### src/hw/dram_bridge_config.svh
`ifndef DRAM_BRIDGE_CONFIG_SVH
`define DRAM_BRIDGE_CONFIG_SVH

// Byte address width on the controller user interface.
`define DB_ADDR_W 27

// AXI4-Lite slave widths.
`define DB_AXI_ADDR_W 32
`define DB_DATA_W 64
`define DB_STRB_W (`DB_DATA_W / 8)

// One controller beat covers a 16-byte line, two AXI words.
`define DB_APP_DATA_W 128
`define DB_APP_MASK_W (`DB_APP_DATA_W / 8)
`define DB_LANE_BIT 3

// Requests at or above this byte address get SLVERR.
`define DB_ADDR_LIMIT (33'd1 << `DB_ADDR_W)

`endif

### src/hw/dram_bridge_pkg.sv
`default_nettype none

`include "dram_bridge_config.svh"

package dram_bridge_pkg;

  typedef enum logic [2:0] {
    CMD_WRITE = 3'b000,
    CMD_READ  = 3'b001
  } app_cmd_e;

  localparam logic [1:0] RESP_OKAY   = 2'b00;
  localparam logic [1:0] RESP_SLVERR = 2'b10;

  typedef struct packed {
    logic                  is_write;
    logic [`DB_ADDR_W-1:0] addr;
    logic [`DB_DATA_W-1:0] wdata;
    logic [`DB_STRB_W-1:0] wstrb;
  } word_req_t;

  // Lane is address bit 3, it picks the half of the beat on reads.
  typedef struct packed {
    logic                      is_write;
    logic [`DB_ADDR_W-1:0]     app_addr;
    logic [`DB_APP_DATA_W-1:0] wdf_data;
    logic [`DB_APP_MASK_W-1:0] wdf_mask;
    logic                      lane;
  } app_req_t;

  typedef struct packed {
    logic [`DB_ADDR_W-1:0]     app_addr;
    app_cmd_e                  app_cmd;
    logic                      app_en;
    logic [`DB_APP_DATA_W-1:0] app_wdf_data;
    logic                      app_wdf_end;
    logic [`DB_APP_MASK_W-1:0] app_wdf_mask;
    logic                      app_wdf_wren;
  } app_ui_out_t;

  typedef struct packed {
    logic                      app_rdy;
    logic                      app_wdf_rdy;
    logic [`DB_APP_DATA_W-1:0] app_rd_data;
    logic                      app_rd_data_valid;
    logic                      app_rd_data_end;
  } app_ui_in_t;

  typedef struct packed {
    logic                  is_write;
    logic [`DB_DATA_W-1:0] rdata;
    logic [1:0]            resp;
  } done_t;

endpackage

`default_nettype wire

### src/hw/pipe_reg.sv
`default_nettype none
`timescale 1ns/100ps

module pipe_reg #(
  parameter type payload_t = logic
) (
  input  wire           app_ui_clk,
  input  wire           app_ui_rst,
  input  wire payload_t in_data,
  input  wire           in_valid,
  output logic          in_ready,
  output payload_t      out_data,
  output logic          out_valid,
  input  wire           out_ready
);

  // The stage refills in the same cycle it drains, so it runs at full rate.
  assign in_ready = !out_valid || out_ready;

  always_ff @(posedge app_ui_clk) begin
    if (!app_ui_rst) begin
      out_valid <= 1'b0;
    end else if (in_valid && in_ready) begin
      out_valid <= 1'b1;
    end else if (out_ready) begin
      out_valid <= 1'b0;
    end
  end

  always_ff @(posedge app_ui_clk) begin
    if (in_valid && in_ready) begin
      out_data <= in_data;
    end
  end

  a_hold_stalled: assert property (@(posedge app_ui_clk) disable iff (!app_ui_rst)
    out_valid && !out_ready |=> out_valid && $stable(out_data));

endmodule

`default_nettype wire

### src/hw/axil_slave_port.sv
`default_nettype none
`timescale 1ns/100ps

`include "dram_bridge_config.svh"

module axil_slave_port (
  input  wire                         app_ui_clk,
  input  wire                         app_ui_rst,
  input  wire [`DB_AXI_ADDR_W-1:0]    awaddr,
  input  wire                         awvalid,
  output logic                        awready,
  input  wire [`DB_DATA_W-1:0]        wdata,
  input  wire [`DB_STRB_W-1:0]        wstrb,
  input  wire                         wvalid,
  output logic                        wready,
  output logic [1:0]                  bresp,
  output logic                        bvalid,
  input  wire                         bready,
  input  wire [`DB_AXI_ADDR_W-1:0]    araddr,
  input  wire                         arvalid,
  output logic                        arready,
  output logic [`DB_DATA_W-1:0]       rdata,
  output logic [1:0]                  rresp,
  output logic                        rvalid,
  input  wire                         rready,
  output dram_bridge_pkg::word_req_t  req,
  output logic                        req_valid,
  input  wire                         req_ready,
  input  wire dram_bridge_pkg::done_t done,
  input  wire                         done_valid,
  output logic                        done_ready
);
  import dram_bridge_pkg::*;

  logic in_flight;
  logic busy;
  logic wr_range_err;
  logic rd_range_err;

  // Only one transaction at a time, from acceptance until its response is taken.
  assign busy = in_flight | bvalid | rvalid;

  assign awready = !busy && awvalid && wvalid;
  assign wready = awready;
  assign arready = !busy && arvalid && !(awvalid && wvalid);
  assign done_ready = in_flight;

  assign wr_range_err = 33'(awaddr) >= `DB_ADDR_LIMIT;
  assign rd_range_err = 33'(araddr) >= `DB_ADDR_LIMIT;

  always_ff @(posedge app_ui_clk) begin
    if (!app_ui_rst) begin
      req_valid <= 1'b0;
      in_flight <= 1'b0;
      bvalid <= 1'b0;
      rvalid <= 1'b0;
    end else begin
      if (req_valid && req_ready) begin
        req_valid <= 1'b0;
      end
      // Out of range requests answer locally and never enter the pipeline.
      if (awready) begin
        if (wr_range_err) begin
          bvalid <= 1'b1;
        end else begin
          req_valid <= 1'b1;
          in_flight <= 1'b1;
        end
      end else if (arready) begin
        if (rd_range_err) begin
          rvalid <= 1'b1;
        end else begin
          req_valid <= 1'b1;
          in_flight <= 1'b1;
        end
      end
      if (done_valid && done_ready) begin
        in_flight <= 1'b0;
        bvalid <= done.is_write;
        rvalid <= !done.is_write;
      end
      if (bvalid && bready) begin
        bvalid <= 1'b0;
      end
      if (rvalid && rready) begin
        rvalid <= 1'b0;
      end
    end
  end

  always_ff @(posedge app_ui_clk) begin
    if (awready) begin
      req.is_write <= 1'b1;
      req.addr <= awaddr[`DB_ADDR_W-1:0];
      req.wdata <= wdata;
      req.wstrb <= wstrb;
      bresp <= RESP_SLVERR;
    end else if (arready) begin
      req.is_write <= 1'b0;
      req.addr <= araddr[`DB_ADDR_W-1:0];
      req.wdata <= '0;
      req.wstrb <= '0;
      rresp <= RESP_SLVERR;
      rdata <= '0;
    end
    if (done_valid && done_ready) begin
      bresp <= done.resp;
      rresp <= done.resp;
      rdata <= done.rdata;
    end
  end

  a_one_response: assert property (@(posedge app_ui_clk) disable iff (!app_ui_rst)
    !(bvalid && rvalid));

endmodule

`default_nettype wire

### src/hw/app_burst_builder.sv
`default_nettype none
`timescale 1ns/100ps

`include "dram_bridge_config.svh"

module app_burst_builder (
  input  wire dram_bridge_pkg::word_req_t req,
  input  wire                             req_valid,
  output logic                            req_ready,
  output dram_bridge_pkg::app_req_t       app_req,
  output logic                            app_valid,
  input  wire                             app_ready
);

  logic lane;

  assign lane = req.addr[`DB_LANE_BIT];

  assign app_valid = req_valid;
  assign req_ready = app_ready;

  always_comb begin
    app_req.is_write = req.is_write;
    app_req.lane = lane;

    // The controller works on whole 16-byte lines.
    app_req.app_addr = {req.addr[`DB_ADDR_W-1:`DB_LANE_BIT+1], {(`DB_LANE_BIT+1){1'b0}}};

    // Same word in both halves, the mask decides which half lands.
    app_req.wdf_data = {req.wdata, req.wdata};

    // A set mask bit keeps the byte, so only strobed bytes of our lane are open.
    app_req.wdf_mask = '1;
    app_req.wdf_mask[lane*`DB_STRB_W +: `DB_STRB_W] = ~req.wstrb;
  end

endmodule

`default_nettype wire

### src/hw/app_cmd_sequencer.sv
`default_nettype none
`timescale 1ns/100ps

`include "dram_bridge_config.svh"

module app_cmd_sequencer (
  input  wire                              app_ui_clk,
  input  wire                              app_ui_rst,
  input  wire                              calib_complete,
  input  wire dram_bridge_pkg::app_req_t   app_req,
  input  wire                              app_valid,
  output logic                             app_ready,
  output dram_bridge_pkg::app_ui_out_t     app_out,
  input  wire dram_bridge_pkg::app_ui_in_t app_in,
  output logic [`DB_APP_DATA_W-1:0]        rd_beat,
  output logic                             rd_lane,
  output logic                             rd_valid,
  output logic                             wr_done_valid,
  input  wire                              done_ready
);
  import dram_bridge_pkg::*;

  typedef enum logic [2:0] {
    ST_IDLE,
    ST_DATA,
    ST_CMD,
    ST_RD_WAIT,
    ST_WR_DONE
  } seq_state_e;

  seq_state_e state;
  seq_state_e state_nxt;
  app_req_t   op;

  // Nothing goes to the controller until calibration is done.
  assign app_ready = (state == ST_IDLE) && calib_complete;

  always_comb begin
    state_nxt = state;
    case (state)
      ST_IDLE: begin
        if (app_valid && app_ready) begin
          state_nxt = app_req.is_write ? ST_DATA : ST_CMD;
        end
      end
      ST_DATA: begin
        if (app_in.app_wdf_rdy) begin
          state_nxt = ST_CMD;
        end
      end
      ST_CMD: begin
        if (app_in.app_rdy) begin
          state_nxt = op.is_write ? ST_WR_DONE : ST_RD_WAIT;
        end
      end
      ST_RD_WAIT: begin
        if (rd_valid) begin
          state_nxt = ST_IDLE;
        end
      end
      ST_WR_DONE: begin
        if (done_ready) begin
          state_nxt = ST_IDLE;
        end
      end
      default: state_nxt = ST_IDLE;
    endcase
  end

  always_ff @(posedge app_ui_clk) begin
    if (!app_ui_rst) begin
      state <= ST_IDLE;
    end else begin
      state <= state_nxt;
    end
  end

  always_ff @(posedge app_ui_clk) begin
    if (app_valid && app_ready) begin
      op <= app_req;
    end
  end

  always_comb begin
    app_out.app_addr = op.app_addr;
    app_out.app_cmd = op.is_write ? CMD_WRITE : CMD_READ;
    app_out.app_en = (state == ST_CMD);
    app_out.app_wdf_data = op.wdf_data;
    app_out.app_wdf_mask = op.wdf_mask;
    // Single beat burst, so end goes with every write enable.
    app_out.app_wdf_wren = (state == ST_DATA);
    app_out.app_wdf_end = (state == ST_DATA);
  end

  assign rd_beat = app_in.app_rd_data;
  assign rd_lane = op.lane;
  assign rd_valid = (state == ST_RD_WAIT) && app_in.app_rd_data_valid && app_in.app_rd_data_end;
  assign wr_done_valid = (state == ST_WR_DONE);

  a_wren_write_only: assert property (@(posedge app_ui_clk) disable iff (!app_ui_rst)
    app_out.app_wdf_wren |-> op.is_write);

  a_cmd_held: assert property (@(posedge app_ui_clk) disable iff (!app_ui_rst)
    app_out.app_en && !app_in.app_rdy |=>
      app_out.app_en && $stable(app_out.app_addr) && $stable(app_out.app_cmd));

endmodule

`default_nettype wire

### src/hw/read_lane_select.sv
`default_nettype none
`timescale 1ns/100ps

`include "dram_bridge_config.svh"

module read_lane_select (
  input  wire                        app_ui_clk,
  input  wire                        app_ui_rst,
  input  wire [`DB_APP_DATA_W-1:0]   rd_beat,
  input  wire                        rd_lane,
  input  wire                        rd_valid,
  input  wire                        wr_done_valid,
  output dram_bridge_pkg::done_t     done,
  output logic                       done_valid,
  input  wire                        done_ready
);
  import dram_bridge_pkg::*;

  logic wr_take;

  assign wr_take = wr_done_valid && done_ready;

  always_ff @(posedge app_ui_clk) begin
    if (!app_ui_rst) begin
      done_valid <= 1'b0;
    end else if (rd_valid || wr_take) begin
      done_valid <= 1'b1;
    end else if (done_ready) begin
      done_valid <= 1'b0;
    end
  end

  always_ff @(posedge app_ui_clk) begin
    if (rd_valid) begin
      done.is_write <= 1'b0;
      done.rdata <= rd_lane ? rd_beat[`DB_APP_DATA_W-1:`DB_DATA_W] : rd_beat[`DB_DATA_W-1:0];
      done.resp <= RESP_OKAY;
    end else if (wr_take) begin
      done.is_write <= 1'b1;
      done.rdata <= '0;
      done.resp <= RESP_OKAY;
    end
  end

  // Read data cannot be stalled, the AXI side must already be waiting for it.
  a_rd_slot_free: assert property (@(posedge app_ui_clk) disable iff (!app_ui_rst)
    rd_valid |-> !done_valid || done_ready);

endmodule

`default_nettype wire

### src/hw/dram_bridge_top.sv
`default_nettype none
`timescale 1ns/100ps

`include "dram_bridge_config.svh"

module dram_bridge_top (
  input  wire                              app_ui_clk,
  input  wire                              app_ui_rst,
  input  wire [`DB_AXI_ADDR_W-1:0]         awaddr,
  input  wire                              awvalid,
  output logic                             awready,
  input  wire [`DB_DATA_W-1:0]             wdata,
  input  wire [`DB_STRB_W-1:0]             wstrb,
  input  wire                              wvalid,
  output logic                             wready,
  output logic [1:0]                       bresp,
  output logic                             bvalid,
  input  wire                              bready,
  input  wire [`DB_AXI_ADDR_W-1:0]         araddr,
  input  wire                              arvalid,
  output logic                             arready,
  output logic [`DB_DATA_W-1:0]            rdata,
  output logic [1:0]                       rresp,
  output logic                             rvalid,
  input  wire                              rready,
  input  wire                              calib_complete,
  output dram_bridge_pkg::app_ui_out_t     app_out,
  input  wire dram_bridge_pkg::app_ui_in_t app_in
);
  import dram_bridge_pkg::*;

  word_req_t                 port_req;
  logic                      port_req_valid;
  logic                      port_req_ready;
  word_req_t                 word_q;
  logic                      word_q_valid;
  logic                      word_q_ready;
  app_req_t                  burst;
  logic                      burst_valid;
  logic                      burst_ready;
  app_req_t                  burst_q;
  logic                      burst_q_valid;
  logic                      burst_q_ready;
  logic [`DB_APP_DATA_W-1:0] rd_beat;
  logic                      rd_lane;
  logic                      rd_valid;
  logic                      wr_done_valid;
  done_t                     done;
  logic                      done_valid;
  logic                      done_ready;

  axil_slave_port u_port (
    .app_ui_clk (app_ui_clk),
    .app_ui_rst (app_ui_rst),
    .awaddr     (awaddr),
    .awvalid    (awvalid),
    .awready    (awready),
    .wdata      (wdata),
    .wstrb      (wstrb),
    .wvalid     (wvalid),
    .wready     (wready),
    .bresp      (bresp),
    .bvalid     (bvalid),
    .bready     (bready),
    .araddr     (araddr),
    .arvalid    (arvalid),
    .arready    (arready),
    .rdata      (rdata),
    .rresp      (rresp),
    .rvalid     (rvalid),
    .rready     (rready),
    .req        (port_req),
    .req_valid  (port_req_valid),
    .req_ready  (port_req_ready),
    .done       (done),
    .done_valid (done_valid),
    .done_ready (done_ready)
  );

  pipe_reg #(.payload_t(word_req_t)) u_word_reg (
    .app_ui_clk (app_ui_clk),
    .app_ui_rst (app_ui_rst),
    .in_data    (port_req),
    .in_valid   (port_req_valid),
    .in_ready   (port_req_ready),
    .out_data   (word_q),
    .out_valid  (word_q_valid),
    .out_ready  (word_q_ready)
  );

  app_burst_builder u_builder (
    .req       (word_q),
    .req_valid (word_q_valid),
    .req_ready (word_q_ready),
    .app_req   (burst),
    .app_valid (burst_valid),
    .app_ready (burst_ready)
  );

  pipe_reg #(.payload_t(app_req_t)) u_burst_reg (
    .app_ui_clk (app_ui_clk),
    .app_ui_rst (app_ui_rst),
    .in_data    (burst),
    .in_valid   (burst_valid),
    .in_ready   (burst_ready),
    .out_data   (burst_q),
    .out_valid  (burst_q_valid),
    .out_ready  (burst_q_ready)
  );

  app_cmd_sequencer u_seq (
    .app_ui_clk     (app_ui_clk),
    .app_ui_rst     (app_ui_rst),
    .calib_complete (calib_complete),
    .app_req        (burst_q),
    .app_valid      (burst_q_valid),
    .app_ready      (burst_q_ready),
    .app_out        (app_out),
    .app_in         (app_in),
    .rd_beat        (rd_beat),
    .rd_lane        (rd_lane),
    .rd_valid       (rd_valid),
    .wr_done_valid  (wr_done_valid),
    .done_ready     (done_ready)
  );

  read_lane_select u_lane (
    .app_ui_clk    (app_ui_clk),
    .app_ui_rst    (app_ui_rst),
    .rd_beat       (rd_beat),
    .rd_lane       (rd_lane),
    .rd_valid      (rd_valid),
    .wr_done_valid (wr_done_valid),
    .done          (done),
    .done_valid    (done_valid),
    .done_ready    (done_ready)
  );

endmodule

`default_nettype wire

### config.mk
export PLATFORM = sky130hd
export DESIGN_NAME = dram_bridge_top
export DESIGN_NICKNAME = d
export VERILOG_FILES = /design/src/hw/dram_bridge_pkg.sv /design/src/hw/pipe_reg.sv /design/src/hw/axil_slave_port.sv /design/src/hw/app_burst_builder.sv /design/src/hw/app_cmd_sequencer.sv /design/src/hw/read_lane_select.sv /design/src/hw/dram_bridge_top.sv
export VERILOG_INCLUDE_DIRS = /design/src /design/src/hw
export SDC_FILE = /design/constraint.sdc
export NUM_CORES = 1
export LEC_CHECK = 0
export ABC_AREA = 1
export BUFFER_PORTS_ARGS = -buffer_cell sky130_fd_sc_hd__buf_2
export CAP_MARGIN = 10
export CORE_ASPECT_RATIO = 1.75
export CORE_MARGIN = 5
export CORE_UTILIZATION = 56
export DETAILED_ROUTE_END_ITERATION = 8
export PLACE_DENSITY_LB_ADDON = 0.08
export SETUP_SLACK_MARGIN = 0.05
export SLEW_MARGIN = 10
export SYNTH_ARGS = -nofsm -noshare
export SYNTH_HDL_FRONTEND = slang
export SYNTH_HIERARCHICAL = 1
export SYNTH_SLANG_ARGS = --single-unit
### constraint.sdc
create_clock -name app_ui_clk -period 18.55 [get_ports app_ui_clk]
set_clock_uncertainty 0.2 [all_clocks]
set_input_delay 3.71 -clock app_ui_clk [delete_from_list [all_inputs] [get_ports app_ui_clk]]
set_output_delay 3.71 -clock app_ui_clk [all_outputs]
set_load 0.1 [all_outputs]
After elaboration in Yosys (flattened, before gate mapping)
Index checks and enable logic that the tools add are counted.
Widths: inputs -> output; s select.
- input port bits: 276
- bits in registers: 680
- output and inout port bits: 250
- logic and storage cells: 137
- order comparisons: 2
- $add $sub $neg: 1
- reduce and logical (&&, ||, !) cells: 41
- equal/unequal tests: 12
- bitwise operators: 6
- shift operators: 2
- multiplexer cells: 42
- operator list (kind ; count):
    $mux 64 ; 4
    $mux 99 ; 2
    $mux 66 ; 2
    $ge 32x28->1 const B ; 2
    $neg 4->34 ; 1
    $shift 8x34->16 const A ; 1
    $shiftx 8x34->16 ; 1
    $mux 1 ; 23
    $mux 3 ; 6
    $reduce_bool 2->1 ; 9
    $not 16->16 ; 1
    $or 16x16->16 ; 1
    $logic_and 1x1->1 ; 15
    $pmux 3 s5 ; 1
    $mux 2 ; 4
    $ne 2x1->1 const B ; 4
    $ne 2x2->1 const B ; 4
    $not 8->8 ; 1
    $eq 3x2->1 const B ; 2
    $reduce_and 3->1 ; 2
    $reduce_or 2->1 ; 3
    $logic_not 1->1 ; 5
    $reduce_and 5->1 ; 1
    $reduce_and 2->1 ; 2
    6 further kinds ; 9

Logic depth before layout (Yosys ltp)
- word-level depth: 9
- depth in mapped cells: 12
- mapped depth without buffers: 10

By module
Netlist, hierarchy kept.
- by module, submodules not included (module ; area an instance (um2) ; seq. area each (um2) ; instances ; cells an instance):
    app_cmd_sequencer ; 7752.4 ; 5255.0 ; 1 ; 529
    axil_slave_port ; 6790.3 ; 5114.9 ; 1 ; 596
    pipe_reg at u_burst_reg ; 5246.3 ; 5215.0 ; 1 ; 180
    pipe_reg at u_word_reg ; 3054.2 ; 3022.9 ; 1 ; 107
    read_lane_select ; 2989.1 ; 1961.9 ; 1 ; 292
    app_burst_builder ; 1272.5 ; 0.0 ; 1 ; 178

Worst setup path after synthesis
OpenSTA, ideal clock, no wires.
- path type: input-to-reg
- start point: in calib_complete
- end point: reg u_seq.op (netlist bit u_seq/app_out[100]) (enable)
- data required time: 17.431 ns
- library setup time: 0.919 ns
- path slack: 2.021 ns
- cell stages on the path: 2
- data arrival time: 15.411 ns
- path buffers: 0
- path through: inv_1 > nor3_1
- longest elaborated chain between the ends: 2
- ends and longest elaborated chain (what ; RTL line ; source):
    from (decl) ; dram_bridge_top.sv:26 ; input wire calib_complete,
    $logic_and 1x1->1 ; app_cmd_sequencer.sv:36 ; assign app_ready = (state == ST_IDLE) && calib_complete;
    $logic_and 1x1->1 ; app_cmd_sequencer.sv:79 ; if (app_valid && app_ready) begin
    to (signal assigned) ; app_cmd_sequencer.sv:80 ; op <= app_req;
    to (decl) ; app_cmd_sequencer.sv:33 ; app_req_t op;
Every way passes these cells.
A chain may end at the register's enable or synchronous reset.

Worst setup path in the final report
- start point: in wvalid
- end point: out wready
- longest elaborated chain between the ends: 1
- ends and longest elaborated chain (what ; RTL line ; source):
    from (decl) ; dram_bridge_top.sv:14 ; input wire wvalid,
    $logic_and 1x1->1 ; axil_slave_port.sv:43 ; assign awready = !busy && awvalid && wvalid;
    to (decl) ; dram_bridge_top.sv:15 ; output logic wready,
Every way passes these cells.

==> reports/results.ini <==
[status]
status = completed

[grt]
grt_antenna_before_repair = 7
grt_max_degree = 174
grt_pass1_vias = 12700
overflow = 0
grt_pass1_wl_mm = 71.5
track_usage_pct = 17.7

[setup_path]
worstPathMaxFanout = 27
path_class = primary input to primary output
rr_worst_depth = 6
cp.required_ns = 14.64
timing.rr.end = u_burst_reg/out_data[131]
cp.arrival_ns = 4.81
worst_setup_path_end_kind = primary output
r2r-start = u_seq/state[2]
rrSetupSlack_ns = 15.13
startpoint_type = primary input

[placement]
gp_congestion = 0.896
place_hpwl_mm = 33.0
postPlaceCellArea_sq_um = 26600
io_buffers = 517
dp_cells = 2489

[power_and_ir_drop]
power.internal_mw = 2.46
power_frac_seq_pct = 55.7
total_power_mw = 3.22
power_switching_mw = 0.755
pwr-share-comb_pct = 8.7
p_per_area_nw_per_um2 = 113
clkPwrFrac_pct = 35.6
leakage_nw = 11.5
ir_worst_vdd_mv = 0.0666
swShare_pct = 23.4

[routing]
drc = 0
drt-total-wl_mm = 47.5
drtIter0Drc = 600
drtPass1Iterations = 5
drt-wirelength-per-cell_um = 18.3
ant_nets = 0
avgViaCountPerCell = 4.72
vias = 12200

[floorplan]
num_rows = 106
pin_count = 526
fp.dieH_um = 300
die_area_sq_um = 52700
core_sq_um = 47600
fp.dieW_um = 176
start_util_pct = 56.5

[job]
max_cap_violations = 0

[worst_hold_path]
min_path_cells = 0
holdCritStartpoint = u_port/req[75]
hold_path.class = flip-flop to flip-flop
holdPathEnd = u_word_reg/out_data[75]

[finish]
nets = 2229
drive_gt1_share_pct = 31.6
fin_area_sq_um = 28400
final_common_cell = edfxtp_1
layout-area-overhead-vs-synth_pct = 5.73
instances_no_fill = 2595
fill_cells = 3689
layout_common_cells = 671 x edfxtp_1, 517 x buf_2, 280 x nor2_1

[timing]
rsz0062_at_grt = false
fin_setup_tns_ns = 0
max_freq_ghz = 0.115
relSlewSlack_pct = 24.0
whs_ns = 0.214
setup_viol = 0
fin_crit_ns = 8.72
drv_slew = 0
hold_viol_final = 0
tightest_slew_ns = 1.14
finalCritPeriodShare_pct = 47.0

[clock_network]
cts_tree = built
clkLatencyLatePin_ns = 0.57
cts_buffers = 56
post_cts_buffers = 0
root_buffer = clkbuf_16
path_clk_slew_ns = 0.07
cts.repair.resized = 0
cts_sinks = 683
cts_hold_buffers = 0
htreeDepth = 2
clk_path_buf_depth = 3

[synth]
syn_area_per_cell_sq_um = 14.4
syn_area_sq_um = 26900
netlist_instances = 1867
yosysWarnings = 6

[metrics by stage]
| stage | setup WS (ns) | utilization (%) |
|---|---|---|
| detailed placement | 9.84 | 55.9 |
| global route | 9.79 | 59.7 |
| CTS | 9.84 | 59.7 |
| global placement | 9.85 | 55.9 |
| floorplan | 2.02 | - |
| finish | 9.83 | 59.7 |
[sequential cells by signal (all words and copies together) (netlist names), 2 cells and up]
| name | flops |
|---|---|
| u_port/req | 97 |
| u_port/bresp | 2 |
| u_word_reg/out_data | 97 |
| u_seq/state | 3 |
| u_seq/app_out | 171 |
| u_port/rresp | 2 |
| u_port/rdata | 64 |
| u_lane/done | 65 |
| u_burst_reg/out_data | 173 |
[layout make-up]
cell class	count	area (sq um)	area share, %
Tap cell	594	743	2.61
Antenna cell	2	5.00	0.0176
Timing Repair Buffer	530	2700	9.49
Clock buffer	72	1500	5.28
Sequential cell	683	20400	71.7
Clock inverter	32	292	1.03
Inverter	170	646	2.27
Multi-Input combinational cell	512	2160	7.59
[power groups by stage]
stage / Sequential (mW) / Combinational (mW) / Clock (mW)
6_report: 1.79 / 0.281 / 1.15
5_1_grt: 1.80 / 0.298 / 1.24
4_1_cts: 1.79 / 0.285 / 1.18
3_5_place_dp: 1.83 / 0.284 / 0
3_3_place_gp: 1.82 / 0.282 / 0
2_1_floorplan: 1.92 / 0.155 / 0
[worst max-delay path: stages]
cell and delay [ns]:
buf_2 0.07, nand2_1 0.09, nor2_2 0.11, buf_4 0.30, buf_2 0.50
[routing by layer]
metal | up-vias | GRT usage [%] | share of wire (%)
met5 | - | 0 | 0.16
met4 | 10 | 6.74 | 3.7
li1 | 5939 | - | -
met3 | 93 | 5.16 | 8.4
met1 | 5712 | 19.8 | 35
met2 | 485 | 31.9 | 53
[worst max path at each step]
stage              startpoint                  to  slack, ns  cells after the start
6_report               wvalid              wready       9.83                      5
5_1_grt               awvalid             awready       9.79                      5
4_1_cts                wvalid              wready       9.84                      5
3_5_place_dp           wvalid              wready       9.84                      5
3_3_place_gp           wvalid              wready       9.85                      5
2_1_floorplan  calib_complete  u_seq/app_out[100]       2.02                      2
Power figures use the tool's default switching activity.
